$ cat config.mk
export PLATFORM = sky130hd
export DESIGN_NAME = load_align_flat
export DESIGN_NICKNAME = d
export VERILOG_FILES = /design/src/rtl/mem_types_pkg.sv /design/src/rtl/mem_stage_ifs.sv /design/src/rtl/load_align.sv /design/src/flat_wrapper.sv
export SDC_FILE = /design/constraint.sdc
export NUM_CORES = 1
export LEC_CHECK = 0
export ABC_AREA = 1
export BUFFER_PORTS_ARGS = -buffer_cell sky130_fd_sc_hd__buf_2
export CORE_MARGIN = 1
export CORE_UTILIZATION = 44
export DETAILED_ROUTE_END_ITERATION = 12
export PLACE_DENSITY_LB_ADDON = 0.15
export SLEW_MARGIN = 10
export SYNTH_ARGS = -nofsm -noshare
export SYNTH_HDL_FRONTEND = slang
export SYNTH_SLANG_ARGS = --single-unit
$ cat constraint.sdc
create_clock -name clk -period 2.4 [get_ports clk]
set_input_delay 0.36 -clock clk [delete_from_list [all_inputs] [get_ports clk]]
set_output_delay 0.36 -clock clk [all_outputs]
set_load 0.05 [all_outputs]
$ cat src/rtl/mem_types_pkg.sv
`default_nettype none

package mem_types_pkg;

    typedef logic [31:0] addr_t;
    typedef logic [31:0] data_t;
    typedef logic [4:0]  reg_tag_t;
    typedef logic [1:0]  byte_off_t;

    typedef enum logic [2:0] {
        op_lb,
        op_lh,
        op_lw,
        op_lbu,
        op_lhu,
        op_sb,
        op_sh,
        op_sw
    } mem_op_e;

    localparam addr_t SRAM_BASE  = 32'h8000_0000;
    localparam int    SRAM_WORDS = 256;
    localparam int    SRAM_IDX_W = $clog2(SRAM_WORDS);
    localparam addr_t SRAM_BYTES = addr_t'(SRAM_WORDS * 4);

    typedef logic [SRAM_IDX_W-1:0] sram_idx_t; // word index inside the array.

endpackage

`default_nettype wire

$ cat src/rtl/mem_stage_ifs.sv
`timescale 1ns/1ps
`default_nettype none


interface mem_rsp_if;

    logic                     valid;
    logic                     ready;
    mem_types_pkg::data_t     rdata;  // raw bus word, not yet shifted.
    mem_types_pkg::mem_op_e   op;
    mem_types_pkg::byte_off_t offset;
    mem_types_pkg::reg_tag_t  tag;
    logic                     fault;

    modport source (output valid, rdata, op, offset, tag, fault, input ready);
    modport sink   (input valid, rdata, op, offset, tag, fault, output ready);

endinterface

`default_nettype wire

$ cat src/rtl/load_align.sv
`timescale 1ns/1ps
`default_nettype none

module load_align (
    input  logic                    clk,
    input  logic                    rst,
    mem_rsp_if.sink                 rsp,
    output logic                    wb_valid,
    input  logic                    wb_ready,
    output mem_types_pkg::data_t    wb_data,
    output mem_types_pkg::reg_tag_t wb_tag,
    output logic                    wb_fault
);

    mem_types_pkg::data_t shifted;
    mem_types_pkg::data_t ext;

    assign shifted = rsp.rdata >> {rsp.offset, 3'b000};

    always_comb begin
        case (rsp.op)
            mem_types_pkg::op_lb:  ext = {{24{shifted[7]}}, shifted[7:0]};
            mem_types_pkg::op_lbu: ext = {24'd0, shifted[7:0]};
            mem_types_pkg::op_lh:  ext = {{16{shifted[15]}}, shifted[15:0]};
            mem_types_pkg::op_lhu: ext = {16'd0, shifted[15:0]};
            mem_types_pkg::op_lw:  ext = shifted;
            default:               ext = '0; // stores write back nothing.
        endcase
    end

    assign rsp.ready = !wb_valid || wb_ready;

    always_ff @(posedge clk or posedge rst) begin
        if (rst) begin
            wb_valid <= 1'b0;
        end else if (rsp.ready) begin
            wb_valid <= rsp.valid;
        end
    end

    always_ff @(posedge clk) begin
        if (rsp.valid && rsp.ready) begin
            wb_data  <= rsp.fault ? '0 : ext;
            wb_tag   <= rsp.tag;
            wb_fault <= rsp.fault;
        end
    end

    a_wb_hold: assert property (@(posedge clk) disable iff (rst)
        wb_valid && !wb_ready |=> wb_valid && $stable(wb_data) && $stable(wb_tag));

endmodule

`default_nettype wire

$ cat src/flat_wrapper.sv
// flat-port wrapper written by rule: the top's interface ports become plain ports
module load_align_flat 
  (clk, rst, wb_valid, wb_ready, wb_data, wb_tag, wb_fault, rsp_valid, rsp_rdata, rsp_op, rsp_offset, rsp_tag, rsp_fault, rsp_ready);
  mem_rsp_if rsp_i ();
  input  logic clk;
  input  logic rst;
  output logic wb_valid;
  input  logic wb_ready;
  output mem_types_pkg::data_t wb_data;
  output mem_types_pkg::reg_tag_t wb_tag;
  output logic wb_fault;
  input wire logic [$bits(rsp_i.valid)-1:0] rsp_valid;
  input wire logic [$bits(rsp_i.rdata)-1:0] rsp_rdata;
  input wire logic [$bits(rsp_i.op)-1:0] rsp_op;
  input wire logic [$bits(rsp_i.offset)-1:0] rsp_offset;
  input wire logic [$bits(rsp_i.tag)-1:0] rsp_tag;
  input wire logic [$bits(rsp_i.fault)-1:0] rsp_fault;
  output wire logic [$bits(rsp_i.ready)-1:0] rsp_ready;
  assign rsp_i.valid = rsp_valid;
  assign rsp_i.rdata = rsp_rdata;
  assign rsp_i.op = rsp_op;
  assign rsp_i.offset = rsp_offset;
  assign rsp_i.tag = rsp_tag;
  assign rsp_i.fault = rsp_fault;
  assign rsp_ready = rsp_i.ready;
  load_align u_core (.clk(clk), .rst(rst), .rsp(rsp_i), .wb_valid(wb_valid), .wb_ready(wb_ready), .wb_data(wb_data), .wb_tag(wb_tag), .wb_fault(wb_fault));
endmodule
==> results_dict.tcl <==
set metrics [dict create \
    setup_ws_ns 0.7138 \
    maxClockFrequency_mhz 593.1 \
    grt_first_pass_wirelength_um 8128 \
    worstPathArrival_ns 1.80 \
    synth_top_cell_area_share_pct 49.73 \
    die-area_sq_um 5508 \
    grt_pass1_vias 1733 \
    reg2reg_slack_ns 0.95 \
    crit_path_end_kind "register" \
    floorplan.initialDensity_pct 47.03 \
    fin_area_sq_um 2860 \
    post-layout-total-power_mw 1.733 \
    finalHoldViolCount 0 \
    ctsResizeCount 0 \
    finalSetupTns_ns 0 \
    routed-via-count 2018 \
    floorplan.io_pins 87 \
    drt_iter0_drc 94 \
    rows 25 \
    cp-start-kind "input pin" \
    highest_layer "met4" \
    clock-root-buffer "sky130_fd_sc_hd__clkbuf_8" \
    clk_latency_ns 0.29 \
    antenna-diode-count 0 \
    max-vdd-ir-drop_mv 0.3029 \
    post-place-ws_ns 0.4470 \
    globalRouteTotalUtil_pct 19.63 \
    place_congestion 0.9220 \
    path_clk_slew_ns 0.08 \
    crit_required_ns 2.51 \
    fin_crit_ns 1.686 \
    power.density_nw_per_um2 606.0 \
    grt.overflow.total 0 \
    fin_nets 402 \
    wl_per_cell_um 11.78 \
    finalMaxSlewViolations 0 \
    numPortBuffers 86 \
    p_leak_nw 1.575 \
    drt-vias-per-instance 4.771 \
    seq_cells_post_synth 39 \
    met3WireLength_um 297 \
    drt-total-wl_um 4984 \
    wl_met1_um 2254 \
    critPathKind "input pin to register" \
    hpwlAfterDp_um 3755 \
    dpl-instance-area_sq_um 2738 \
    worst_slew_margin_rel_pct 61.97 \
    core-area_sq_um 4880 \
    grt_max_degree 35 \
    cts-htree-levels 2 \
    ff_latch_area_sq_um 1166 \
    detailroute.wirelength.met2_um 2353 \
    yosys_warnings 0 \
    crit_fanout 31 \
    finalSetupViolations 0 \
    cts-buffers-inserted 5 \
    syn_nets 318 \
    postSynthAreaPerCell_sq_um 8.468 \
    detail_route.first_pass.iterations 4 \
    synth_top_cells_by_area "sky130_fd_sc_hd__edfxtp_1, sky130_fd_sc_hd__nand2_1, sky130_fd_sc_hd__nand3_1" \
    count_of_max_cap_constraint_violations 0 \
    ys_types 25 \
    antenna_found_initial 0 \
    fill_cells 475 \
    numClockSinks 39 \
    synth_area_sq_um 2295 \
    fraction_of_layout_cells_with_a_size_suffix_above_1_pct 35.96 \
    ctsLongestPathBuffers 2 \
    area_growth_pct 24.65 \
    timing_worst_slew_pin_value_ns 0.5698 \
    run_status "finished clean" \
    tightest_hold_margin_ns 0.2407 \
    route.antenna.remaining_nets 0 \
    setup_repair_after_global_routing_missed_its_margin "false" \
    post_cts_buffers 0 \
    hold_path.class "input pin to register" \
    skew_ns 0.004573 \
    drcViolationCount 0 \
    syn-instance-count 271 \
    tritoncts_clock_tree "yes" \
    finalCritPeriodShare_pct 70.26 \
    die_span_x_um 74.22 \
    synth_seq_area_share_pct 50.82 \
    die_y_um 74.22 \
    yosysTopAreaCell "sky130_fd_sc_hd__edfxtp_1" \
    area_occupied_by_multi_input_gates_sq_um 889.6 \
]
-- cell type report --
type,count,area share [%]
Inverter,34,4.549
Clock buffer,5,2.406
Tap cell,67,2.931
Clock inverter,3,1.531
Multi-Input combinational cell,183,31.10
Timing Repair Buffer,92,16.71
Sequential cell,39,40.77
-- state kept, by name, indices dropped and copies added (netlist names) --
register,count
u_core.wb_data,32
u_core.wb_fault,1
u_core.wb_tag,5
u_core.wb_valid,1
-- synth_stat cells --
library cell / number
sky130_fd_sc_hd__clkinv_1: 1
sky130_fd_sc_hd__nand2_2: 12
sky130_fd_sc_hd__o21ai_0: 7
sky130_fd_sc_hd__buf_2: 3
sky130_fd_sc_hd__buf_1: 1
sky130_fd_sc_hd__dfrtp_1: 1
sky130_fd_sc_hd__nand3b_1: 1
sky130_fd_sc_hd__inv_1: 31
sky130_fd_sc_hd__nor3_4: 1
sky130_fd_sc_hd__clkbuf_1: 1
sky130_fd_sc_hd__buf_6: 4
sky130_fd_sc_hd__a21oi_1: 9
sky130_fd_sc_hd__inv_4: 1
sky130_fd_sc_hd__nor2_2: 1
sky130_fd_sc_hd__nand3_1: 24
sky130_fd_sc_hd__inv_2: 1
sky130_fd_sc_hd__buf_8: 1
sky130_fd_sc_hd__nand4_1: 7
sky130_fd_sc_hd__nand3_2: 11
sky130_fd_sc_hd__nor3_1: 1
sky130_fd_sc_hd__edfxtp_1: 38
sky130_fd_sc_hd__nor2_1: 9
sky130_fd_sc_hd__buf_4: 5
sky130_fd_sc_hd__o21ai_2: 1
sky130_fd_sc_hd__nand2_1: 99
-- repair_timing --
action,4_1_cts,5_1_grt
setup endpoints to repair,0,0
hold buffers,1,0
hold endpoints to repair,1,0
-- per-layer routing --
metal / up-vias / track usage (%)
met5: - / 0
met4: 0 / 7.966
met3: 7 / 3.117
met2: 77 / 30.91
met1: 891 / 27.14
li1: 1043 / -
-- logic make-up after synthesis --
logic type      count (synthesis)  share of synthesized area (%)
buf+inv                        49                          10.90
compound gates                 17                          3.871
flops                          39                          50.82
simple gates                  166                          34.41
-- where the power goes --
group | switching [mW] | internal (mW) | leakage (nW)
registers | 0.00819 | 0.792 | 0.387
clock network | 0.227 | 0.309 | 0.0581
logic | 0.291 | 0.106 | 1.13
-- worst max-delay path, cell delays in order --
cell and delay, ns:
sky130_fd_sc_hd__buf_2 0.14, sky130_fd_sc_hd__inv_4 0.23, sky130_fd_sc_hd__nand2_1 0.11, sky130_fd_sc_hd__nand3_1 0.12
sky130_fd_sc_hd__nand3_2 0.45, sky130_fd_sc_hd__a21oi_1 0.37
-- metrics by stage --
stage,cells,utilization [%]
floorplan,271,-
global placement,414,56.10
detailed placement,414,56.10
CTS,423,58.62
global route,423,58.62
finish,423,58.62
-- placed cells by master, fill, tap and decap left out --
| cell type | instances |
|---|---|
| sky130_fd_sc_hd__nor2_2 | 1 |
| sky130_fd_sc_hd__bufinv_16 | 1 |
| sky130_fd_sc_hd__nand2_1 | 99 |
| sky130_fd_sc_hd__nor3_1 | 1 |
| sky130_fd_sc_hd__buf_4 | 5 |
| sky130_fd_sc_hd__clkinv_1 | 1 |
| sky130_fd_sc_hd__a21oi_4 | 1 |
| sky130_fd_sc_hd__nand3_1 | 24 |
| sky130_fd_sc_hd__a21oi_1 | 8 |
| sky130_fd_sc_hd__clkinv_4 | 1 |
| sky130_fd_sc_hd__nor2_1 | 9 |
| sky130_fd_sc_hd__o21ai_2 | 1 |
| sky130_fd_sc_hd__inv_2 | 1 |
| sky130_fd_sc_hd__clkbuf_8 | 5 |
| sky130_fd_sc_hd__dlygate4sd3_1 | 1 |
| sky130_fd_sc_hd__inv_4 | 1 |
| sky130_fd_sc_hd__nor3_4 | 1 |
| sky130_fd_sc_hd__dfrtp_1 | 1 |
| sky130_fd_sc_hd__nand4_1 | 7 |
| sky130_fd_sc_hd__inv_1 | 31 |
| sky130_fd_sc_hd__nand3b_1 | 1 |
| sky130_fd_sc_hd__nand2_2 | 12 |
| sky130_fd_sc_hd__nand3_2 | 11 |
| sky130_fd_sc_hd__o21ai_0 | 7 |
| sky130_fd_sc_hd__buf_2 | 86 |
| sky130_fd_sc_hd__edfxtp_1 | 38 |
| sky130_fd_sc_hd__clkinv_2 | 1 |
-- worst paths after layout --
path / start / endpoint / depth (start not counted)
min in group asynchronous: rst / u_core.wb_valid$_DFFE_PP0N_ / 3
worst max-delay path: rsp_offset[0] / u_core.wb_data[14]$_SDFFCE_PP0P_ / 6
worst max register to register: u_core.wb_valid$_DFFE_PP0N_ / u_core.wb_data[4]$_SDFFCE_PP0P_ / 2
max in group asynchronous: rst / u_core.wb_valid$_DFFE_PP0N_ / 3
worst min register to register: u_core.wb_valid$_DFFE_PP0N_ / u_core.wb_valid$_DFFE_PP0N_ / 2
worst min-delay path: rsp_tag[2] / u_core.wb_tag[2]$_DFFE_PP_ / 1
Power figures use the tool's default switching activity.
