File: src/rtl/mem_types_pkg.sv
`default_nettype none

package mem_types_pkg;

    typedef logic [31:0] addr_t;
    typedef logic [31:0] data_t;
    typedef logic [4:0]  reg_tag_t;
    typedef logic [1:0]  byte_off_t;

    typedef enum logic [2:0] {
        op_lb,
        op_lh,
        op_lw,
        op_lbu,
        op_lhu,
        op_sb,
        op_sh,
        op_sw
    } mem_op_e;

    localparam addr_t SRAM_BASE  = 32'h8000_0000;
    localparam int    SRAM_WORDS = 256;
    localparam int    SRAM_IDX_W = $clog2(SRAM_WORDS);
    localparam addr_t SRAM_BYTES = addr_t'(SRAM_WORDS * 4);

    typedef logic [SRAM_IDX_W-1:0] sram_idx_t; // word index inside the array.

endpackage

`default_nettype wire

File: src/rtl/mem_stage_ifs.sv
`timescale 1ns/1ps
`default_nettype none

interface mem_req_if;

    logic                     valid;
    logic                     ready;
    mem_types_pkg::addr_t     addr;
    mem_types_pkg::mem_op_e   op;
    mem_types_pkg::data_t     wdata;
    mem_types_pkg::reg_tag_t  tag;
    logic                     misaligned;

    modport source (output valid, addr, op, wdata, tag, misaligned, input ready);
    modport sink   (input valid, addr, op, wdata, tag, misaligned, output ready);

endinterface


`default_nettype wire

File: src/rtl/agu.sv
`timescale 1ns/1ps
`default_nettype none

module agu (
    input  logic                    clk,
    input  logic                    rst,
    input  logic                    req_valid,
    output logic                    req_ready,
    input  mem_types_pkg::mem_op_e  req_op,
    input  mem_types_pkg::data_t    req_base,
    input  mem_types_pkg::data_t    req_offset,
    input  mem_types_pkg::data_t    req_wdata,
    input  mem_types_pkg::reg_tag_t req_tag,
    mem_req_if.source               out
);

    mem_types_pkg::addr_t sum;
    logic                 misaligned;

    assign sum = req_base + req_offset;

    always_comb begin
        case (req_op)
            mem_types_pkg::op_lh,
            mem_types_pkg::op_lhu,
            mem_types_pkg::op_sh: misaligned = sum[0];
            mem_types_pkg::op_lw,
            mem_types_pkg::op_sw: misaligned = (sum[1:0] != 2'b00);
            default:              misaligned = 1'b0;
        endcase
    end

    assign req_ready = !out.valid || out.ready; // slot free or drained this cycle.

    always_ff @(posedge clk or posedge rst) begin
        if (rst) begin
            out.valid <= 1'b0;
        end else if (req_ready) begin
            out.valid <= req_valid;
        end
    end

    always_ff @(posedge clk) begin
        if (req_valid && req_ready) begin
            out.addr       <= sum;
            out.op         <= req_op;
            out.wdata      <= req_wdata;
            out.tag        <= req_tag;
            out.misaligned <= misaligned;
        end
    end

endmodule

`default_nettype wire

File: src/flat_wrapper.sv
// flat-port wrapper written by rule: the top's interface ports become plain ports
module agu_flat 
  (clk, rst, req_valid, req_ready, req_op, req_base, req_offset, req_wdata, req_tag, out_valid, out_addr, out_op, out_wdata, out_tag, out_misaligned, out_ready);
  mem_req_if out_i ();
  input  logic clk;
  input  logic rst;
  input  logic req_valid;
  output logic req_ready;
  input  mem_types_pkg::mem_op_e req_op;
  input  mem_types_pkg::data_t req_base;
  input  mem_types_pkg::data_t req_offset;
  input  mem_types_pkg::data_t req_wdata;
  input  mem_types_pkg::reg_tag_t req_tag;
  output wire logic [$bits(out_i.valid)-1:0] out_valid;
  output wire logic [$bits(out_i.addr)-1:0] out_addr;
  output wire logic [$bits(out_i.op)-1:0] out_op;
  output wire logic [$bits(out_i.wdata)-1:0] out_wdata;
  output wire logic [$bits(out_i.tag)-1:0] out_tag;
  output wire logic [$bits(out_i.misaligned)-1:0] out_misaligned;
  input wire logic [$bits(out_i.ready)-1:0] out_ready;
  assign out_valid = out_i.valid;
  assign out_addr = out_i.addr;
  assign out_op = out_i.op;
  assign out_wdata = out_i.wdata;
  assign out_tag = out_i.tag;
  assign out_misaligned = out_i.misaligned;
  assign out_i.ready = out_ready;
  agu u_core (.clk(clk), .rst(rst), .req_valid(req_valid), .req_ready(req_ready), .req_op(req_op), .req_base(req_base), .req_offset(req_offset), .req_wdata(req_wdata), .req_tag(req_tag), .out(out_i));
endmodule
File: config.mk
export PLATFORM = sky130hd
export DESIGN_NAME = agu_flat
export DESIGN_NICKNAME = d
export VERILOG_FILES = /design/src/rtl/mem_types_pkg.sv /design/src/rtl/mem_stage_ifs.sv /design/src/rtl/agu.sv /design/src/flat_wrapper.sv
export SDC_FILE = /design/constraint.sdc
export NUM_CORES = 1
export LEC_CHECK = 0
export ABC_AREA = 1
export BUFFER_PORTS_ARGS = -buffer_cell sky130_fd_sc_hd__buf_2
export CAP_MARGIN = 10
export CORE_MARGIN = 5
export CORE_UTILIZATION = 50
export CTS_CLUSTER_SIZE = 16
export DETAILED_ROUTE_END_ITERATION = 10
export HOLD_SLACK_MARGIN = 0.15
export PLACE_DENSITY = 0.82
export SYNTH_ARGS = -nofsm -noshare
export SYNTH_HDL_FRONTEND = slang
export SYNTH_SLANG_ARGS = --single-unit
File: constraint.sdc
create_clock -name clk -period 5.04 [get_ports clk]
set_input_delay 1.008 -clock clk [delete_from_list [all_inputs] [get_ports clk]]
set_output_delay 1.008 -clock clk [all_outputs]
set_load 0.01 [all_outputs]
==> results of run 1 <==
-- power groups by stage --
stage | Combinational, mW | Clock, mW | Sequential [mW]
CTS | 0.415 | 0.493 | 0.756
finish | 0.413 | 0.474 | 0.755
floorplan | 0.232 | 0 | 0.796
global route | 0.464 | 0.517 | 0.759
detailed placement | 0.413 | 0 | 0.769
global placement | 0.405 | 0 | 0.768
-- final timing paths --
path / startpoint / endpoint
max: req_base[0] / u_core.out.addr[20]
min: rst / u_core.out.valid
max reg2reg: u_core.out.valid / u_core.out.wdata[9]
min reg2reg: u_core.out.valid / u_core.out.valid
max in group asynchronous: rst / u_core.out.valid
min in group clk: u_core.out.valid / u_core.out.valid
-- per-layer routing --
| metal | up-vias | track usage (%) | routed length (um) |
|---|---|---|---|
| met3 | 17 | 4.25 | 933 |
| met4 | 0 | 8.49 | 253 |
| li1 | 2194 | - | - |
| met2 | 171 | 38.6 | 6160 |
| met1 | 1915 | 25.8 | 5040 |
| met5 | - | 0 | 0 |
-- cell families (layout without fill, tap and decap cells) --
family	after synthesis	count (layout)	share of synthesized area (%)
AOI/OAI and AO/OA	27	27	3.20
xor gates and xnor gates	17	17	3.20
adders and majority gates	32	32	8.76
buffers and inverters	116	315	9.35
DFF	74	74	47.6
and+or+nand+nor	313	313	27.9
-- worst reg2reg max path, cell delays in order, from the launching register on --
cell and delay [ns]:
sky130_fd_sc_hd__dfrtp_1 0.43, sky130_fd_sc_hd__a21oi_4 0.15, sky130_fd_sc_hd__buf_4 0.72
-- stage by stage --
step	total power [mW]	hold WS (ns)	util, %	setup slack [ns]
after floorplan	1.03	0.631	-	1.42
after global placement	1.17	0.576	62.5	2.26
after detailed placement	1.18	0.597	62.5	2.17
after CTS	1.66	0.463	64.7	2.56
after global routing	1.74	0.469	64.7	2.44
final	1.64	0.481	64.7	2.53
-- cells in the mapped netlist --
| cell | count | share of area (%) |
|---|---|---|
| sky130_fd_sc_hd__nand2_1 | 223 | 18 |
| sky130_fd_sc_hd__inv_1 | 113 | 9.1 |
| sky130_fd_sc_hd__edfxtp_1 | 73 | 47 |
| sky130_fd_sc_hd__nor2_1 | 38 | 3.1 |
| sky130_fd_sc_hd__ha_1 | 31 | 8.3 |
| sky130_fd_sc_hd__nand3_1 | 23 | 2.5 |
| sky130_fd_sc_hd__a21oi_1 | 20 | 2.2 |
| sky130_fd_sc_hd__nand2_2 | 14 | 1.9 |
| sky130_fd_sc_hd__xor2_1 | 14 | 2.6 |
| sky130_fd_sc_hd__nand3_2 | 4 | 0.86 |
| sky130_fd_sc_hd__inv_2 | 3 | 0.24 |
| sky130_fd_sc_hd__nand4_1 | 3 | 0.40 |
| sky130_fd_sc_hd__nor3_1 | 3 | 0.32 |
| sky130_fd_sc_hd__xnor2_1 | 3 | 0.56 |
| sky130_fd_sc_hd__nor2_2 | 2 | 0.27 |
| sky130_fd_sc_hd__nor3_2 | 2 | 0.43 |
| sky130_fd_sc_hd__o21ai_0 | 2 | 0.22 |
| sky130_fd_sc_hd__o21bai_1 | 2 | 0.32 |
| sky130_fd_sc_hd__a21o_1 | 1 | 0.16 |
| sky130_fd_sc_hd__a21oi_2 | 1 | 0.19 |
| sky130_fd_sc_hd__dfrtp_1 | 1 | 0.54 |
| sky130_fd_sc_hd__fa_1 | 1 | 0.43 |
| sky130_fd_sc_hd__o211ai_1 | 1 | 0.16 |
| sky130_fd_sc_hd__or2_4 | 1 | 0.19 |
-- state kept, by name, summed over array words and instances, names as in the netlist --
name	cells
u_core.out.addr	32
u_core.out.valid	1
u_core.out.op	3
u_core.out.wdata	32
u_core.out.tag	5
u_core.out.misaligned	1
-- layout make-up --
type | instances | area (um^2)
Clock buffer | 9 | 124
Clock inverter | 7 | 75.1
Fill cell | 769 | 3230
Inverter | 116 | 435
Multi-Input combinational cell | 389 | 2010
Sequential cell | 74 | 2220
Tap cell | 111 | 139
Timing Repair Buffer | 183 | 918
-- cell usage in the layout (no fill, tap or decap), types with 4 or more instances in the layout --
cell type and count:
sky130_fd_sc_hd__ha_1 31, sky130_fd_sc_hd__clkbuf_8 9, sky130_fd_sc_hd__nand2_2 14, sky130_fd_sc_hd__edfxtp_1 73, sky130_fd_sc_hd__nand2_1 223, sky130_fd_sc_hd__buf_2 182
sky130_fd_sc_hd__nor2_1 38, sky130_fd_sc_hd__xor2_1 14, sky130_fd_sc_hd__nand3_1 23, sky130_fd_sc_hd__inv_1 113, sky130_fd_sc_hd__nand3_2 4, sky130_fd_sc_hd__a21oi_1 19
==> metrics.log, run 1 <==
[metrics] global-route usage over all layers: 21.7%
[metrics] total gr overflow: 0
[metrics] final hold violation count: 0
[metrics] first-pass detailed-route iteration total: 6
[metrics] post-synthesis sequential element count: 74
[metrics] number of buffers added to fix hold violations after cts: 0
[metrics] area of the core: 0.00915 mm^2
[metrics] actual transition at the worst max-transition pin: 0.924 ns
[metrics] total vias in the final route: 4297
[metrics] Post-Place Cell Area: 0.00572 mm^2
[metrics] Inserted Clock Buffers: 9
[metrics] type of the most critical hold path: primary input to async pin
[metrics] per-cell routed wire length: 13.9 um
[metrics] pin count of the biggest net entering global routing: 74
[metrics] net total in the final layout: 913
[metrics] Sw Ratio: 31.0%
[metrics] cell count after placement: 873
[metrics] power density over the cells: 277 mW/mm^2
[metrics] post-detailed-placement half-perimeter wirelength: 10.2 mm
[metrics] number of diodes added for antenna fixing: 0
[metrics] Worst Path Buf+Inv: 1
[metrics] number of core rows: 35
[metrics] die footprint: 0.0113 mm^2
[metrics] Via-to-Cell Ratio: 4.83
[metrics] run status: complete, no violations
[metrics] number of standard cells in the final layout excluding fillers: 889
[metrics] Synth cell types: 24
[metrics] slowest CP cell: sky130_fd_sc_hd__fa_1
[metrics] start-to-end type of the worst setup path: primary input to flip-flop
[metrics] Layout Area Growth over Synthesis: 27.2%
[metrics] fraction of power consumed by sequential logic: 46.0%
[metrics] sink count of the clock tree: 74
[metrics] maximum number of buffers from clock root to sink: 2
[metrics] data arrival time of the worst path: 2.62 ns
[metrics] DRC violation count after routing: 0
[metrics] first-pass GRT wire length: 19.2 mm
[metrics] DRT iter0 DRCs: 217
[metrics] Initial Utilization: 50.9%
[metrics] antenna-violating nets left: 0
[metrics] buffer count from post-CTS setup fixing: 0
[metrics] global placer's final weighted congestion: 0.965
[metrics] count of final setup violators: 0
[metrics] top-level port count: 183
[metrics] Period Utilization, post-route: 49.8%
[metrics] Skew-Pair Late Insertion Delay: 0.35 ns
[metrics] worst reg2reg setup slack: 3.34 ns
[metrics] kind of launch point of the worst setup path: primary input
[metrics] cell at the root of the clock tree: sky130_fd_sc_hd__clkbuf_8
[metrics] post-route standard cell area excluding fillers: 0.00592 mm^2
[metrics] post-synthesis area per instance: 8.04 um^2
[metrics] internal portion of total power: 1.13 mW
[metrics] CP Depth: 13
[metrics] kind of cell adding the most delay to the critical path: simple AND/OR/NAND/NOR gates
[metrics] number of max-capacitance violations reported: 0
[metrics] Clock Skew: 0.00960 ns
[metrics] initial antenna violation count: 0
[metrics] critical-path maximum fanout: 4
[metrics] fraction of final layout cells with drive strength greater than 1: 29.2%
[metrics] yosys warns: 0
[metrics] sequential-to-total area share from yosys stat: 47.6%
[metrics] Final Routed Wirelength: 12.4 mm
[metrics] depth of the worst register-to-register path: 2
[metrics] critical path cell sequence: buf_2 > ha_1 > fa_1 > nand3_1 > nand3_2 > nand2_1 > nand2_2 > nand2_1 > nand2_2 > nand2_1 > nand2_1 > nand2_1 > nand2_1
[metrics] PortBufs: 182
[metrics] stage delay of the slowest cell on the critical path: 0.49 ns
[metrics] Max Clock Freq: 0.399 GHz
[metrics] Final min period: 2.51 ns
[metrics] Post-CTS Resized: 0
[metrics] part of the power in combinational logic: 25.2%
[metrics] TritonCTS clock tree: yes
[metrics] htree depth: 3
[metrics] static leakage: 3.29 nW
[metrics] cell with the most instances on the worst path: sky130_fd_sc_hd__nand2_1
[metrics] Post-Synthesis Net Count: 719
[metrics] maximum vdd drop: 0.000133 V
[metrics] Crit. End Element: flip-flop
[metrics] P_sw: 509 uW
[metrics] clock group share of total power: 28.9%
[metrics] height of the chip: 106 um
[metrics] Gate Count Post-Synth: 579
[metrics] die width: 106 um
[metrics] fin. max-slew vios: 0
[metrics] vias in the first global route: 4105
[metrics] Slew Limit Headroom: 38.4%
[metrics] required time at the endpoint of the critical path: 5.15 ns
[metrics] clock-pin slew of the registers on the worst-case setup and hold paths: 0.08 ns
[metrics] sum of negative setup slack: 0 ns
[metrics] Post-Syn Area: 0.00466 mm^2
[metrics] setup repair after global routing missed its margin: no
Note: power is estimated with default switching activity, not from simulation.
==> run 2, diff against run 1 <==
Settings changed: CORE_UTILIZATION 50 to 45, PLACE_DENSITY 0.82 to 0.78.
Clock period 5.04 ns to 2.1 ns, I/O delays scaled along.
==> run 2 against run 1 <==
Compared with the run above:
- design area rose by 1.7%
- hold slack got worse by 0.23 ns
- count of clock-buffer cells in the layout increased by 2
- via count is 0.12% lower
- non-clock buffer count grew 7
- sequential cell count is the same
- first-iteration DRC count increased by 29%
- power rose by 140%
- critical endpoint is now u_core.out.addr[28]
- largest cell class unchanged
- largest power group unchanged
==> metrics.log, run 2 (synthesis gave the netlist of run 1 again) <==
[metrics] first-pass detailed-route iteration total: 5
[metrics] Final min period: 1.81 ns
[metrics] net total in the final layout: 920
[metrics] Slew Limit Headroom: 76.7%
[metrics] die footprint: 0.0125 mm^2
[metrics] Inserted Clock Buffers: 9
[metrics] actual transition at the worst max-transition pin: 0.349 ns
[metrics] Crit. End Element: flip-flop
[metrics] buffer count from post-CTS setup fixing: 0
[metrics] global-route usage over all layers: 19.3%
[metrics] height of the chip: 112 um
[metrics] Critical Path End: u_core.out.addr[28]
[metrics] static leakage: 3.32 nW
[metrics] PortBufs: 182
[metrics] number of diodes added for antenna fixing: 0
[metrics] post-detailed-placement half-perimeter wirelength: 10.1 mm
[metrics] Final Routed Wirelength: 12.1 mm
[metrics] largest registers: u_core.out.addr: 32 flops, u_core.out.wdata: 32 flops, u_core.out.tag: 5 flops
[metrics] sum of negative setup slack: 0 ns
[metrics] fin. max-slew vios: 0
[metrics] DRT iter0 DRCs: 281
[metrics] Post-Place Cell Area: 0.00583 mm^2
[metrics] highest routed layer: met4
[metrics] Clock Skew: 0.0108 ns
[metrics] Via-to-Cell Ratio: 4.66
[metrics] metal1 wirelength: 5.13 mm
[metrics] most common cell after layout, fill and taps aside: sky130_fd_sc_hd__nand2_1
[metrics] run status: complete, no violations
[metrics] data arrival time of the worst path: 1.90 ns
[metrics] power density over the cells: 648 mW/mm^2
[metrics] DRC violation count after routing: 0
[metrics] DR WL met3: 943 um
[metrics] Layout Area Growth over Synthesis: 29.4%
[metrics] global placer's final weighted congestion: 0.937
[metrics] sink count of the clock tree: 74
[metrics] required time at the endpoint of the critical path: 2.19 ns
[metrics] pin count of the biggest net entering global routing: 43
[metrics] htree depth: 3
[metrics] antenna-violating nets left: 0
[metrics] Final Core Density: 59.1%
[metrics] cell at the root of the clock tree: sky130_fd_sc_hd__clkbuf_8
[metrics] Post-CTS Resized: 0
[metrics] total gr overflow: 0
[metrics] per-cell routed wire length: 13.2 um
[metrics] number of max-capacitance violations reported: 0
[metrics] Max Clock Freq: 0.554 GHz
[metrics] maximum vdd drop: 0.000284 V
[metrics] clock-pin slew of the registers on the worst-case setup and hold paths: 0.08 ns
[metrics] top-level port count: 183
[metrics] Initial Utilization: 45.7%
[metrics] worst reg2reg setup slack: 0.74 ns
[metrics] count of final setup violators: 0
[metrics] die width: 112 um
[metrics] Worst setup startpoint: req_base[0]
[metrics] kind of launch point of the worst setup path: primary input
[metrics] number of core rows: 37
[metrics] post-route standard cell area excluding fillers: 0.00602 mm^2
[metrics] worst hold slack: 0.255 ns
[metrics] r2r endpoint: u_core.out.addr[13]
[metrics] vias in the first global route: 4120
[metrics] final hold violation count: 0
[metrics] initial antenna violation count: 0
[metrics] first-pass GRT wire length: 19.5 mm
[metrics] area of the core: 0.0102 mm^2
[metrics] fraction of final layout cells with drive strength greater than 1: 29.6%
[metrics] setup repair after global routing missed its margin: no
[metrics] start-to-end type of the worst setup path: primary input to flip-flop
[metrics] Period Utilization, post-route: 86.0%
[metrics] overall power consumption: 3.90 mW
[metrics] Skew-Pair Late Insertion Delay: 0.34 ns
[metrics] critical-path maximum fanout: 4
[metrics] leading cell types in the layout, fill and taps excluded: sky130_fd_sc_hd__nand2_1, sky130_fd_sc_hd__buf_2, sky130_fd_sc_hd__inv_1, sky130_fd_sc_hd__edfxtp_1, sky130_fd_sc_hd__nor2_1
[metrics] amount of wire on met2 after detailed routing: 5.94 mm
[metrics] TritonCTS clock tree: yes
[metrics] type of the most critical hold path: primary input to flip-flop
[metrics] launch point of the worst reg-to-reg path: u_core.out.valid
[metrics] maximum number of buffers from clock root to sink: 2
[metrics] depth of the worst register-to-register path: 2
[metrics] total vias in the final route: 4292
-- run 2: report_power, final --
group | leakage (nW) | switching, mW | internal, mW
registers | 0.708 | 0.0275 | 1.78
clock network | 0.0933 | 0.519 | 0.548
logic | 2.52 | 0.625 | 0.400
total | 3.32 | 1.17 | 2.73
-- run 2: how the worst min path moves through the flow --
| stage | start | to | slack, ns | cells after the start |
|---|---|---|---|---|
| 2_1_floorplan | rst | u_core.out.valid | 0.15 | 1 |
| 3_3_place_gp | rst | u_core.out.valid | 0.26 | 2 |
| 3_5_place_dp | rst | u_core.out.valid | 0.26 | 2 |
| 4_1_cts | req_wdata[23] | u_core.out.wdata[23] | 0.24 | 1 |
| 5_1_grt | req_wdata[8] | u_core.out.wdata[8] | 0.23 | 1 |
| 6_report | req_wdata[24] | u_core.out.wdata[24] | 0.26 | 1 |
-- run 2: layout make-up --
| type | count | area, um^2 |
|---|---|---|
| clock buffer | 11 | 131 |
| clock inverter | 5 | 56.3 |
| fill | 942 | 4160 |
| inverter | 116 | 435 |
| multi-input combinational | 389 | 2010 |
| sequential | 74 | 2220 |
| tap | 136 | 170 |
| timing repair buffer | 190 | 998 |
-- run 2: per-layer routing --
| layer | vias up | track usage, % |
|---|---|---|
| met3 | 9 | 4.51 |
| li1 | 2209 | - |
| met5 | - | 0 |
| met1 | 1911 | 23.8 |
| met4 | 0 | 5.76 |
| met2 | 163 | 33.5 |
-- run 2: through the flow --
stage               std cells  setup slack (ns)
floorplan                 579           -0.0262
global placement          904           -0.0178
detailed placement        904           -0.0594
CTS                       921             0.310
global route              921             0.142
finish                    921             0.294
-- run 2: worst max-delay path: stages --
cell	delay, ns
sky130_fd_sc_hd__buf_2	0.10
sky130_fd_sc_hd__ha_1	0.22
sky130_fd_sc_hd__fa_1	0.43
sky130_fd_sc_hd__nand3_1	0.12
sky130_fd_sc_hd__nand3_2	0.07
sky130_fd_sc_hd__nand2_1	0.08
sky130_fd_sc_hd__nand2_2	0.08
sky130_fd_sc_hd__nand2_1	0.08
sky130_fd_sc_hd__nand2_2	0.07
sky130_fd_sc_hd__nand2_1	0.09
sky130_fd_sc_hd__nand2_1	0.05
sky130_fd_sc_hd__nand2_1	0.05
sky130_fd_sc_hd__nand2_1	0.04
-- run 2: repair_timing --
action | 4_1_cts | 5_1_grt
hold endpoints to repair | 1 | 0
hold buffers | 1 | 0
endpoints found under the setup margin | 0 | 0
