### src/rtl/mem_types_pkg.sv
`default_nettype none

package mem_types_pkg;

    typedef logic [31:0] addr_t;
    typedef logic [31:0] data_t;
    typedef logic [4:0]  reg_tag_t;
    typedef logic [1:0]  byte_off_t;

    typedef enum logic [2:0] {
        op_lb,
        op_lh,
        op_lw,
        op_lbu,
        op_lhu,
        op_sb,
        op_sh,
        op_sw
    } mem_op_e;

    localparam addr_t SRAM_BASE  = 32'h8000_0000;
    localparam int    SRAM_WORDS = 256;
    localparam int    SRAM_IDX_W = $clog2(SRAM_WORDS);
    localparam addr_t SRAM_BYTES = addr_t'(SRAM_WORDS * 4);

    typedef logic [SRAM_IDX_W-1:0] sram_idx_t; // word index inside the array.

endpackage

`default_nettype wire

### src/rtl/axi_pkg.sv
`default_nettype none

package axi_pkg;

    typedef logic [3:0] axi_id_t;
    typedef logic [7:0] axi_len_t;
    typedef logic [2:0] axi_size_t;
    typedef logic [1:0] axi_burst_t;
    typedef logic [1:0] axi_resp_t;
    typedef logic [3:0] axi_strb_t;

    localparam axi_size_t SIZE_BYTE = 3'd0;
    localparam axi_size_t SIZE_HALF = 3'd1;
    localparam axi_size_t SIZE_WORD = 3'd2;

    localparam axi_burst_t BURST_INCR = 2'b01;

    localparam axi_resp_t RESP_OKAY   = 2'b00;
    localparam axi_resp_t RESP_SLVERR = 2'b10;

    localparam axi_len_t LEN_SINGLE  = 8'd0;
    localparam axi_id_t  LSU_AXI_ID  = 4'h1; // id used by the load/store unit.

endpackage

`default_nettype wire

### src/rtl/axi_if.sv
`timescale 1ns/1ps
`default_nettype none

interface axi_if;

    logic                 awvalid;
    logic                 awready;
    axi_pkg::axi_id_t     awid;
    mem_types_pkg::addr_t awaddr;
    axi_pkg::axi_len_t    awlen;
    axi_pkg::axi_size_t   awsize;
    axi_pkg::axi_burst_t  awburst;

    logic                 wvalid;
    logic                 wready;
    mem_types_pkg::data_t wdata;
    axi_pkg::axi_strb_t   wstrb;
    logic                 wlast;

    logic                 bvalid;
    logic                 bready;
    axi_pkg::axi_id_t     bid;
    axi_pkg::axi_resp_t   bresp;

    logic                 arvalid;
    logic                 arready;
    axi_pkg::axi_id_t     arid;
    mem_types_pkg::addr_t araddr;
    axi_pkg::axi_len_t    arlen;
    axi_pkg::axi_size_t   arsize;
    axi_pkg::axi_burst_t  arburst;

    logic                 rvalid;
    logic                 rready;
    axi_pkg::axi_id_t     rid;
    mem_types_pkg::data_t rdata;
    axi_pkg::axi_resp_t   rresp;
    logic                 rlast;

    modport master (
        output awvalid, awid, awaddr, awlen, awsize, awburst,
        output wvalid, wdata, wstrb, wlast, bready,
        output arvalid, arid, araddr, arlen, arsize, arburst, rready,
        input  awready, wready, bvalid, bid, bresp,
        input  arready, rvalid, rid, rdata, rresp, rlast
    );

    modport slave (
        input  awvalid, awid, awaddr, awlen, awsize, awburst,
        input  wvalid, wdata, wstrb, wlast, bready,
        input  arvalid, arid, araddr, arlen, arsize, arburst, rready,
        output awready, wready, bvalid, bid, bresp,
        output arready, rvalid, rid, rdata, rresp, rlast
    );

endinterface

`default_nettype wire

### src/rtl/mem_stage_ifs.sv
`timescale 1ns/1ps
`default_nettype none

interface mem_req_if;

    logic                     valid;
    logic                     ready;
    mem_types_pkg::addr_t     addr;
    mem_types_pkg::mem_op_e   op;
    mem_types_pkg::data_t     wdata;
    mem_types_pkg::reg_tag_t  tag;
    logic                     misaligned;

    modport source (output valid, addr, op, wdata, tag, misaligned, input ready);
    modport sink   (input valid, addr, op, wdata, tag, misaligned, output ready);

endinterface

interface mem_rsp_if;

    logic                     valid;
    logic                     ready;
    mem_types_pkg::data_t     rdata;  // raw bus word, not yet shifted.
    mem_types_pkg::mem_op_e   op;
    mem_types_pkg::byte_off_t offset;
    mem_types_pkg::reg_tag_t  tag;
    logic                     fault;

    modport source (output valid, rdata, op, offset, tag, fault, input ready);
    modport sink   (input valid, rdata, op, offset, tag, fault, output ready);

endinterface

`default_nettype wire

### src/rtl/lsu.sv
`timescale 1ns/1ps
`default_nettype none

module lsu (
    input  logic      clk,
    input  logic      rst,
    mem_req_if.sink   req,
    mem_rsp_if.source rsp,
    axi_if.master     axi
);

    typedef enum logic [1:0] {idle, addr, resp, done} lsu_state_e;

    lsu_state_e           state;
    logic                 store_q;
    mem_types_pkg::addr_t acc_addr;
    axi_pkg::axi_size_t   acc_size;
    mem_types_pkg::data_t wdata_q;
    axi_pkg::axi_strb_t   strb_q;
    logic                 req_store;
    axi_pkg::axi_size_t   req_size;
    logic                 addr_done;
    logic                 rsp_take;
    logic                 resp_err;

    always_comb begin
        req_store = 1'b0;
        case (req.op)
            mem_types_pkg::op_lb, mem_types_pkg::op_lbu: req_size = axi_pkg::SIZE_BYTE;
            mem_types_pkg::op_lh, mem_types_pkg::op_lhu: req_size = axi_pkg::SIZE_HALF;
            mem_types_pkg::op_sb: begin
                req_size  = axi_pkg::SIZE_BYTE;
                req_store = 1'b1;
            end
            mem_types_pkg::op_sh: begin
                req_size  = axi_pkg::SIZE_HALF;
                req_store = 1'b1;
            end
            mem_types_pkg::op_sw: begin
                req_size  = axi_pkg::SIZE_WORD;
                req_store = 1'b1;
            end
            default: req_size = axi_pkg::SIZE_WORD;
        endcase
    end

    assign req.ready = (state == idle);
    assign rsp.valid = (state == done);

    assign axi.awaddr  = acc_addr;
    assign axi.araddr  = acc_addr;
    assign axi.awid    = axi_pkg::LSU_AXI_ID;
    assign axi.arid    = axi_pkg::LSU_AXI_ID;
    assign axi.awlen   = axi_pkg::LEN_SINGLE;
    assign axi.arlen   = axi_pkg::LEN_SINGLE;
    assign axi.awsize  = acc_size;
    assign axi.arsize  = acc_size;
    assign axi.awburst = axi_pkg::BURST_INCR;
    assign axi.arburst = axi_pkg::BURST_INCR;
    assign axi.wdata   = wdata_q;
    assign axi.wstrb   = strb_q;
    assign axi.wlast   = 1'b1;
    assign axi.bready  = (state == resp) && store_q;
    assign axi.rready  = (state == resp) && !store_q;

    // aw and w may complete in different cycles.
    assign addr_done = store_q ? ((!axi.awvalid || axi.awready) && (!axi.wvalid || axi.wready))
                               : axi.arready;
    assign rsp_take  = store_q ? (axi.bvalid && axi.bready) : (axi.rvalid && axi.rready);
    assign resp_err  = store_q ? (axi.bresp != axi_pkg::RESP_OKAY ||
                                  axi.bid != axi_pkg::LSU_AXI_ID)
                               : (axi.rresp != axi_pkg::RESP_OKAY ||
                                  axi.rid != axi_pkg::LSU_AXI_ID || !axi.rlast);

    always_ff @(posedge clk or posedge rst) begin
        if (rst) begin
            state       <= idle;
            axi.awvalid <= 1'b0;
            axi.wvalid  <= 1'b0;
            axi.arvalid <= 1'b0;
        end else begin
            case (state)
                idle: begin
                    if (req.valid && req.misaligned) begin
                        state <= done; // fault without touching the bus.
                    end else if (req.valid) begin
                        state       <= addr;
                        axi.awvalid <= req_store;
                        axi.wvalid  <= req_store;
                        axi.arvalid <= !req_store;
                    end
                end
                addr: begin
                    if (axi.awready) axi.awvalid <= 1'b0;
                    if (axi.wready)  axi.wvalid  <= 1'b0;
                    if (axi.arready) axi.arvalid <= 1'b0;
                    if (addr_done)   state <= resp;
                end
                resp: if (rsp_take) state <= done;
                done: if (rsp.ready) state <= idle;
                default: state <= idle;
            endcase
        end
    end

    always_ff @(posedge clk) begin
        if (req.valid && req.ready) begin
            store_q    <= req_store;
            acc_addr   <= req.addr;
            acc_size   <= req_size;
            wdata_q    <= req.wdata << {req.addr[1:0], 3'b000};
            strb_q     <= (req_size == axi_pkg::SIZE_WORD) ? 4'b1111 :
                          (req_size == axi_pkg::SIZE_HALF) ? (4'b0011 << req.addr[1:0]) :
                                                             (4'b0001 << req.addr[1:0]);
            rsp.op     <= req.op;
            rsp.tag    <= req.tag;
            rsp.offset <= req.addr[1:0];
            rsp.rdata  <= '0;
            rsp.fault  <= req.misaligned;
        end else if (rsp_take) begin
            rsp.rdata  <= store_q ? '0 : axi.rdata;
            rsp.fault  <= resp_err;
        end
    end

    a_aw_hold: assert property (@(posedge clk) disable iff (rst)
        axi.awvalid && !axi.awready |=> axi.awvalid && $stable(axi.awaddr));
    a_w_hold: assert property (@(posedge clk) disable iff (rst)
        axi.wvalid && !axi.wready |=> axi.wvalid && $stable(axi.wdata) && $stable(axi.wstrb));
    a_ar_hold: assert property (@(posedge clk) disable iff (rst)
        axi.arvalid && !axi.arready |=> axi.arvalid && $stable(axi.araddr));
    a_one_dir: assert property (@(posedge clk) disable iff (rst)
        !(axi.arvalid && (axi.awvalid || axi.wvalid)));

endmodule

`default_nettype wire

### src/flat_wrapper.sv
// flat-port wrapper written by rule: the top's interface ports become plain ports
module lsu_flat 
  (clk, rst, req_valid, req_addr, req_op, req_wdata, req_tag, req_misaligned, req_ready, rsp_valid, rsp_rdata, rsp_op, rsp_offset, rsp_tag, rsp_fault, rsp_ready, axi_awvalid, axi_awid, axi_awaddr, axi_awlen, axi_awsize, axi_awburst, axi_wvalid, axi_wdata, axi_wstrb, axi_wlast, axi_bready, axi_arvalid, axi_arid, axi_araddr, axi_arlen, axi_arsize, axi_arburst, axi_rready, axi_awready, axi_wready, axi_bvalid, axi_bid, axi_bresp, axi_arready, axi_rvalid, axi_rid, axi_rdata, axi_rresp, axi_rlast);
  mem_req_if req_i ();
  mem_rsp_if rsp_i ();
  axi_if axi_i ();
  input  logic clk;
  input  logic rst;
  input wire logic [$bits(req_i.valid)-1:0] req_valid;
  input wire logic [$bits(req_i.addr)-1:0] req_addr;
  input wire logic [$bits(req_i.op)-1:0] req_op;
  input wire logic [$bits(req_i.wdata)-1:0] req_wdata;
  input wire logic [$bits(req_i.tag)-1:0] req_tag;
  input wire logic [$bits(req_i.misaligned)-1:0] req_misaligned;
  output wire logic [$bits(req_i.ready)-1:0] req_ready;
  output wire logic [$bits(rsp_i.valid)-1:0] rsp_valid;
  output wire logic [$bits(rsp_i.rdata)-1:0] rsp_rdata;
  output wire logic [$bits(rsp_i.op)-1:0] rsp_op;
  output wire logic [$bits(rsp_i.offset)-1:0] rsp_offset;
  output wire logic [$bits(rsp_i.tag)-1:0] rsp_tag;
  output wire logic [$bits(rsp_i.fault)-1:0] rsp_fault;
  input wire logic [$bits(rsp_i.ready)-1:0] rsp_ready;
  output wire logic [$bits(axi_i.awvalid)-1:0] axi_awvalid;
  output wire logic [$bits(axi_i.awid)-1:0] axi_awid;
  output wire logic [$bits(axi_i.awaddr)-1:0] axi_awaddr;
  output wire logic [$bits(axi_i.awlen)-1:0] axi_awlen;
  output wire logic [$bits(axi_i.awsize)-1:0] axi_awsize;
  output wire logic [$bits(axi_i.awburst)-1:0] axi_awburst;
  output wire logic [$bits(axi_i.wvalid)-1:0] axi_wvalid;
  output wire logic [$bits(axi_i.wdata)-1:0] axi_wdata;
  output wire logic [$bits(axi_i.wstrb)-1:0] axi_wstrb;
  output wire logic [$bits(axi_i.wlast)-1:0] axi_wlast;
  output wire logic [$bits(axi_i.bready)-1:0] axi_bready;
  output wire logic [$bits(axi_i.arvalid)-1:0] axi_arvalid;
  output wire logic [$bits(axi_i.arid)-1:0] axi_arid;
  output wire logic [$bits(axi_i.araddr)-1:0] axi_araddr;
  output wire logic [$bits(axi_i.arlen)-1:0] axi_arlen;
  output wire logic [$bits(axi_i.arsize)-1:0] axi_arsize;
  output wire logic [$bits(axi_i.arburst)-1:0] axi_arburst;
  output wire logic [$bits(axi_i.rready)-1:0] axi_rready;
  input wire logic [$bits(axi_i.awready)-1:0] axi_awready;
  input wire logic [$bits(axi_i.wready)-1:0] axi_wready;
  input wire logic [$bits(axi_i.bvalid)-1:0] axi_bvalid;
  input wire logic [$bits(axi_i.bid)-1:0] axi_bid;
  input wire logic [$bits(axi_i.bresp)-1:0] axi_bresp;
  input wire logic [$bits(axi_i.arready)-1:0] axi_arready;
  input wire logic [$bits(axi_i.rvalid)-1:0] axi_rvalid;
  input wire logic [$bits(axi_i.rid)-1:0] axi_rid;
  input wire logic [$bits(axi_i.rdata)-1:0] axi_rdata;
  input wire logic [$bits(axi_i.rresp)-1:0] axi_rresp;
  input wire logic [$bits(axi_i.rlast)-1:0] axi_rlast;
  assign req_i.valid = req_valid;
  assign req_i.addr = req_addr;
  assign req_i.op = req_op;
  assign req_i.wdata = req_wdata;
  assign req_i.tag = req_tag;
  assign req_i.misaligned = req_misaligned;
  assign req_ready = req_i.ready;
  assign rsp_valid = rsp_i.valid;
  assign rsp_rdata = rsp_i.rdata;
  assign rsp_op = rsp_i.op;
  assign rsp_offset = rsp_i.offset;
  assign rsp_tag = rsp_i.tag;
  assign rsp_fault = rsp_i.fault;
  assign rsp_i.ready = rsp_ready;
  assign axi_awvalid = axi_i.awvalid;
  assign axi_awid = axi_i.awid;
  assign axi_awaddr = axi_i.awaddr;
  assign axi_awlen = axi_i.awlen;
  assign axi_awsize = axi_i.awsize;
  assign axi_awburst = axi_i.awburst;
  assign axi_wvalid = axi_i.wvalid;
  assign axi_wdata = axi_i.wdata;
  assign axi_wstrb = axi_i.wstrb;
  assign axi_wlast = axi_i.wlast;
  assign axi_bready = axi_i.bready;
  assign axi_arvalid = axi_i.arvalid;
  assign axi_arid = axi_i.arid;
  assign axi_araddr = axi_i.araddr;
  assign axi_arlen = axi_i.arlen;
  assign axi_arsize = axi_i.arsize;
  assign axi_arburst = axi_i.arburst;
  assign axi_rready = axi_i.rready;
  assign axi_i.awready = axi_awready;
  assign axi_i.wready = axi_wready;
  assign axi_i.bvalid = axi_bvalid;
  assign axi_i.bid = axi_bid;
  assign axi_i.bresp = axi_bresp;
  assign axi_i.arready = axi_arready;
  assign axi_i.rvalid = axi_rvalid;
  assign axi_i.rid = axi_rid;
  assign axi_i.rdata = axi_rdata;
  assign axi_i.rresp = axi_rresp;
  assign axi_i.rlast = axi_rlast;
  lsu u_core (.clk(clk), .rst(rst), .req(req_i), .rsp(rsp_i), .axi(axi_i));
endmodule
### config.mk
export PLATFORM = sky130hd
export DESIGN_NAME = lsu_flat
export DESIGN_NICKNAME = d
export VERILOG_FILES = /design/src/rtl/mem_types_pkg.sv /design/src/rtl/axi_pkg.sv /design/src/rtl/axi_if.sv /design/src/rtl/mem_stage_ifs.sv /design/src/rtl/lsu.sv /design/src/flat_wrapper.sv
export SDC_FILE = /design/constraint.sdc
export NUM_CORES = 1
export LEC_CHECK = 0
export ABC_CLOCK_PERIOD_IN_PS = 8100
export CAP_MARGIN = 20
export CORE_ASPECT_RATIO = 1.75
export CORE_UTILIZATION = 30
export DETAILED_ROUTE_END_ITERATION = 6
export DONT_BUFFER_PORTS = 1
export SETUP_SLACK_MARGIN = 0.2
export SYNTH_ARGS = -nofsm -noshare
export SYNTH_HDL_FRONTEND = slang
export SYNTH_SLANG_ARGS = --single-unit
### constraint.sdc
create_clock -name clk -period 8.1 [get_ports clk]
set_clock_uncertainty 0.1 [all_clocks]
set_input_delay 0.405 -clock clk [delete_from_list [all_inputs] [get_ports clk]]
set_output_delay 0.405 -clock clk [all_outputs]
set_load 0.03 [all_outputs]
==> results of run 1 <==
## logic make-up after synthesis
group	after synthesis
flip-flops	117
AND/OR/NAND/NOR	63
buffers and inverters	94
other	2
multiplexers	18
adder cells (fa/ha/maj)	4
AO/OA/AOI/OAI	74
## layout make-up
cell class / count / area [um2]
Timing Repair Buffer: 55 / 566
Clock inverter: 12 / 90.1
Inverter: 11 / 42.5
Multi-Input combinational cell: 190 / 1250
Tap cell: 189 / 236
Clock buffer: 20 / 478
Fill cell: 1546 / 10200
Sequential cell: 117 / 3170
## cells in the final DEF, fill, tap and decap left out, types with 2 or more instances in the layout
master         instances
a211oi_1               8
a21o_1                 2
a21oi_1               10
a22o_1                33
and2_1                 8
clkbuf_16             18
clkbuf_8               2
clkinv_2               3
clkinv_4               4
conb_1                31
dfrtp_1                5
dfxtp_1               32
dlygate4sd3_1         53
edfxtp_1              80
ha_1                   4
inv_1                  9
inv_4                  3
inv_6                  3
mux2i_1               16
nand2_1               14
nand2b_1               5
nand3_1                3
nor2_1                12
nor2b_1               12
nor4_1                 2
nor4bb_1               2
o21ai_0               18
## worst register-to-register path: stages, from the launching register on
cell and delay (ns):
dfrtp_1 0.40, inv_1 0.11, ha_1 0.47, nand2_1 0.23, clkinv_2 0.07, buf_4 0.73
a21oi_4 0.33, a22o_1 0.34
## sequential cells by signal, indices dropped and copies added (netlist names)
signal and flops:
u_core.axi.wdata 32, u_core.rsp.rdata 32, u_core.axi.araddr 31, u_core.rsp.tag 5, u_core.axi.wstrb 4, u_core.rsp.op 3, u_core.axi.arsize 2, u_core.state 2
u_core.axi.arvalid 1, u_core.axi.awvalid 1, u_core.axi.wvalid 1, u_core.rsp.fault 1, u_core.rsp.offset 1, u_core.store_q 1
## what timing repair did
| item | 4_1_cts | 5_1_grt |
|---|---|---|
| hold buffers | 53 | 0 |
| buffers inserted | 0 | 0 |
| endpoints found under the hold margin | 57 | 0 |
## final timing paths
path	start	end	slack [ns]
max	u_core.state[0]	u_core.rsp.rdata[22]	5.21
min reg2reg	u_core.state[1]	u_core.state[1]	0.49
max in group asynchronous	rst	u_core.axi.arvalid	7.43
min in group asynchronous	rst	u_core.axi.awvalid	0.28
min	axi_rdata[6]	u_core.rsp.rdata[6]	0.03
max reg2reg	u_core.state[0]	u_core.rsp.rdata[22]	5.21
## metrics by stage
stage,util,cells,setup slack [ns]
global route,0.364,594,4.97
finish,0.364,594,5.21
global placement,0.294,508,5.27
CTS,0.362,593,5.17
floorplan,-,401,4.65
detailed placement,0.294,508,5.18
## routing by layer
| layer | wire (um) | vias to the layer above | part of all wire |
|---|---|---|---|
| li1 | - | 1286 | - |
| met1 | 3430 | 1378 | 0.31 |
| met2 | 6330 | 207 | 0.57 |
| met3 | 999 | 25 | 0.089 |
| met4 | 409 | 0 | 0.037 |
| met5 | 0 | - | 0 |
## where the power goes
part           total (mW)  leakage [nW]  switching (mW)  internal [mW]
Clock               0.702         0.287           0.272          0.429
Combinational       0.318         0.859           0.194          0.124
Sequential           1.26          1.07           0.434          0.826
Total                2.28          2.22           0.900           1.38
==> out/qor.txt, run 1 <==
Status = complete, no violations
Predominant post-synthesis flop cell = edfxtp_1
DP Wirelength = 7550 um
HP Class = in -> reg
Site Rows = 61
Pwr/cell area = 391 mW/mm2
Synth Area in Compound Gates = 0.114
CTS clk-pin slew, worst paths = 0.06 ns
Final min period = 2.89 ns
Mean Syn Cell Area = 13.3 um2
Diode count = 0
PortBufs = 0
Final Hold Fails = 0
Die width = 99.1 um
Gp weighted congestion = 0.818
Maximum buffer depth of the clock tree = 2
Critical path depth in cells = 7
Reg2Reg Depth = 7
TritonCTS clock tree = yes
RSZ-0062 raised after global routing = no
Initial Utilization = 0.309
Top Family by Delay on Critical Path = buffers and inverters
Final wirelength = 11200 um
Slew Viols, Final = 0
Buf+Inv Stages, Crit Path = 3
Least-Margin Pin Slew = 1.04 ns
WHS Path Cells = 1
Largest family of logic cells by synthesized area = buffers and inverters
DRT iter0 DRCs = 109
WP data arrival = 3.08 ns
Core ar. = 0.0160 mm2
DR pass1 iterations = 4
I/O pin count = 312
Element type at the critical path end = flop
Synth Area in XOR/XNOR = 0
Highest clock rate = 0.346 GHz
Number of flops mapped to enable cells by yosys = 80
Leak = 2.22 nW
Worst Path Required = 8.29 ns
Critical Path, Cell by Cell = inv_1 -> ha_1 -> nand2_1 -> clkinv_2 -> buf_4 -> a21oi_4 -> a22o_1
Synth top cells by count = 80 x edfxtp_1, 67 x buf_4, 33 x a22o_1
Area share of the largest cell type after synthesis = 0.485
Largest net degree at the start of global routing = 82
DIE AREA = 0.0170 mm2
Sequential share of the synthesized area = 0.640
Max-slew headroom = 0.307
Placement-stage cell area = 0.00470 mm2
GRT met2 Usage = 0.233
Area grow syn2layout = 17.8%
TNS Setup = 0 ns
Max_cap viols = 0
Final setup violation count = 0
VDD IR-drop max = 0.186 mV
Simple-gate share of the synthesized area = 0.0678
Via count = 2896
Residual DRC count = 0
Cells after Synth = 372
Number of H-tree levels = 4
Post-Syn Area = 0.00495 mm2
Kind of critical path = reg -> reg
Layout cells sized above 1 = 0.104
CP max stage delay = 0.73 ns
Post-synthesis async set-or-reset flop share = 0.0427
Post-Layout Inst Area = 0.00583 mm2
DRT antenna net count = 0
CP startpoint kind = flop
Critical path's slowest cell = buf_4
Grt ovf = 0
Post-CTS Resized = 0
Total number of yosys warnings = 0
CTS sink cnt = 117
Netlist cell types = 37
Cell taking the most area after synthesis = edfxtp_1
Die H = 172 um
Mean routed wirelength per cell = 18.8 um
FF+latch count, synth = 117
Most used routing layer in global routing = met2
Cts bufs inserted = 17
Crit-path max FO = 81
Final period util = 0.357
Nets = 523
Vias per cell = 4.88
First-pass GRT wire length = 15200 um
Initial antenna violation count = 0
Top cells by area, synth = edfxtp_1 49%, dfxtp_1 13%, buf_4 10%
Overall Power = 2.28 mW
Vias in the first global route = 2863
Met3 usage = 0.0497
Mux cell area share after synthesis = 0.0377
Met1 Track Usage GR = 0.101
Root buf cell = clkbuf_16
Total track usage = 0.123
Final hold slack = 0.0257 ns
Adder-Cell Fraction of Synth Area = 0.0101
Most frequent cell after synthesis = edfxtp_1
Clock latency at the later pin of the worst-skew pair = 0.40 ns
Note: power is estimated with default switching activity, not from simulation.
==> run 2: changes to the inputs <==
ABC_CLOCK_PERIOD_IN_PS = 2500   (was 8100)
clock period = 2.5 ns   (was 8.1 ns; I/O delays follow)
==> out/qor.txt, run 2 <==
PortBufs = 0 (unchanged)
Status = aborted with a tool error (was complete, no violations)
Die H = 172 um (unchanged)
Site Rows = 61 (unchanged)
Post-Syn Area = 0.00495 mm2 (unchanged)
Err = [ERROR RSZ-0060] Max buffer count reached.
Die width = 99.1 um (unchanged)
Placed Instances = 511 (was 508)
Gp weighted congestion = 0.773 (was 0.818)
Post-synthesis async set-or-reset flop share = 0.0427 (unchanged)
Netlist cell types = 37 (unchanged)
CTS sink cnt = 117 (unchanged)
I/O pin count = 312 (unchanged)
Top cells by area, synth = edfxtp_1 49%, dfxtp_1 13%, buf_4 10% (unchanged)
Halt Stage = 4_1_cts
Synth top cells by count = 80 x edfxtp_1, 67 x buf_4, 33 x a22o_1 (unchanged)
Cells after Synth = 372 (unchanged)
Most frequent cell after synthesis = edfxtp_1 (unchanged)
Cell taking the most area after synthesis = edfxtp_1 (unchanged)
Number of H-tree levels = 4 (unchanged)
Initial Utilization = 0.309 (unchanged)
Sequential share of the synthesized area = 0.640 (unchanged)
Area share of the largest cell type after synthesis = 0.485 (unchanged)
Setup Fix Bufs, Post-CTS = 0 (unchanged)
Hold buffers post-CTS = 109 (was 53)
Post-CTS Resized = 1 (was 0)
Number of flops mapped to enable cells by yosys = 80 (unchanged)
DP Wirelength = 7690 um (was 7550 um)
Total number of yosys warnings = 0 (unchanged)
FF+latch count, synth = 117 (unchanged)
Mean Syn Cell Area = 13.3 um2 (unchanged)
Maximum buffer depth of the clock tree = 2 (unchanged)
Cts bufs inserted = 17 (unchanged)
Predominant post-synthesis flop cell = edfxtp_1 (unchanged)
Root buf cell = clkbuf_16 (unchanged)
[run 2: cell counts after synthesis]
No cell type changed its count.
[run 2: cell families after synthesis]
kind of cell | Yosys count | synth area share
adder cells (fa/ha/maj) | 4 | 0.0101
multiplexers | 18 | 0.0377
AND/OR/NAND/NOR | 63 | 0.0678
buffers and inverters | 94 | 0.129
AO/OA/AOI/OAI | 74 | 0.114
other | 2 | 0.00152
flip-flops | 117 | 0.640
[run 2: per-stage QoR]
stage               setup WS (ns)  instance area, um2  hold WS (ns)
detailed placement          0.160                4760        -0.159
global placement            0.330                4760        -0.162
floorplan                  -0.311                5080        -0.196
==> run 3: changes to the inputs <==
ABC_CLOCK_PERIOD_IN_PS = 3200   (was 2500)
CORE_ASPECT_RATIO = default   (was 1.75)
CORE_UTILIZATION = 20   (was 30)
PLACE_DENSITY_LB_ADDON = 0.15   (was default)
SETUP_SLACK_MARGIN = default   (was 0.2)
clock period = 3.2 ns   (was 2.5 ns; I/O delays follow)
==> out/qor.txt, run 3 (synthesis gave the netlist of run 1 again) <==
DP Wirelength = 9010 um (was 7690 um)
Final Hold Fails = 0
Placed Instances = 643 (was 511)
Diode count = 0
Area grow syn2layout = 36.0%
Most common cell after layout, fill and taps aside = dlygate4sd3_1
Worst Path Required = 3.26 ns
VDD IR-drop max = 0.292 mV
Setup Fix Bufs, Post-CTS = 0 (unchanged)
HP Start = req_op[1]
TNS Setup = 0 ns
Least-Margin Pin Slew = 0.964 ns
Largest net degree at the start of global routing = 81
Final min period = 2.76 ns
Core ar. = 0.0243 mm2
Commonest cells after routing, fill and taps aside = 115 x dlygate4sd3_1, 80 x edfxtp_1, 33 x a22o_1
Cts bufs inserted = 17 (unchanged)
Kind of critical path = in -> reg
Root buf cell = clkbuf_16 (unchanged)
Max_cap viols = 0
Via count = 3154
Total track usage = 0.109
Number of H-tree levels = 4 (unchanged)
Worst setup startpoint = axi_rid[3]
Nets = 587
Gp weighted congestion = 0.726 (was 0.773)
Initial antenna violation count = 0
Vias in the first global route = 3342
Leak = 2.52 nW
Multi-input logic area = 0.00125 mm2
Grt ovf = 0
Residual DRC count = 0
Highest clock rate = 0.362 GHz
Mean routed wirelength per cell = 17.3 um
Element type at the critical path end = flop
HP Class = in -> reg
I/O pin count = 312 (unchanged)
Clock latency at the later pin of the worst-skew pair = 0.40 ns
CP startpoint kind = primary input
Slew Viols, Final = 0
Initial Utilization = 0.203 (was 0.309)
Final period util = 0.862
Non-Filler Instances = 793
DRT antenna net count = 0
CTS clk-pin slew, worst paths = 0.06 ns
Fill cell count = 2529
Crit-path max FO = 1
Vias per cell = 3.98
Site Rows = 57 (was 61)
Die width = 159 um (was 99.1 um)
Status = complete, no violations (was aborted with a tool error)
RSZ-0062 raised after global routing = no
Layout cells sized above 1 = 0.0938
TritonCTS clock tree = yes
CTS sink cnt = 117 (unchanged)
PortBufs = 0 (unchanged)
DIE AREA = 0.0254 mm2
Reg-to-reg startpoint = u_core.state[0]
Final setup violation count = 0
DR pass1 iterations = 4
DRT iter0 DRCs = 161
FF/Latch Area = 0.00317 mm2
Max-slew headroom = 0.356
Die H = 159 um (was 172 um)
First-pass GRT wire length = 20400 um
WP data arrival = 2.82 ns
Maximum buffer depth of the clock tree = 2 (unchanged)
Pwr/cell area = 912 mW/mm2
Final wirelength = 13800 um
-- run 3: repair_timing --
action	CTS	global route
hold buffers	117	0
hold endpoints to repair	120	0
gates resized for setup	0	0
-- run 3: worst max-delay path, stage by stage --
cell and delay (ns):
dlygate4sd3_1 0.56, nor4bb_1 0.25, dlygate4sd3_1 0.57, nand2_1 0.04, dlygate4sd3_1 0.55, nand3_1 0.08, dlygate4sd3_1 0.55, nand2_1 0.05
-- run 3: layout make-up --
cell class	instances	area share
Clock buffer	20	0.0727
Inverter	11	0.00669
Multi-Input combinational cell	190	0.186
Tap cell	324	0.0602
Timing Repair Buffer	119	0.184
Clock inverter	12	0.0201
Sequential cell	117	0.471
-- run 3: per-stage QoR --
step	instance area (um2)	hold WS (ns)	util	power [mW]	setup WS [ns]
global route	6730	0.0340	0.277	6.42	0.248
CTS	6700	0.00370	0.276	6.23	0.439
finish	6730	0.0213	0.277	6.14	0.440
floorplan	5060	-0.161	-	3.93	0.0757
detailed placement	4890	-0.127	0.201	4.02	0.562
global placement	4890	-0.125	0.201	3.99	0.623
-- run 3: final timing paths --
path	to	slack, ns	depth (start not counted)
setup / recovery	u_core.rsp.fault	0.44	8
hold / removal	u_core.store_q	0.02	2
setup reg to reg	u_core.axi.wvalid	0.67	6
hold reg to reg	u_core.state[1]	0.49	1
max in group asynchronous	u_core.state[1]	2.26	3
min in group asynchronous	u_core.axi.awvalid	0.54	3
-- run 3: metal layers --
layer,vias to the layer above,global-route usage,share of wire
met1,1499,0.115,0.38
met3,17,0.0359,0.071
li1,1417,-,-
met4,0,0.0507,0.022
met2,221,0.195,0.53
met5,-,0,0
-- run 3: where the power goes --
part / total, mW / switching [mW] / internal (mW)
sequential: 3.19 / 1.11 / 2.08
clock: 2.00 / 0.733 / 1.27
combinational: 0.944 / 0.550 / 0.394
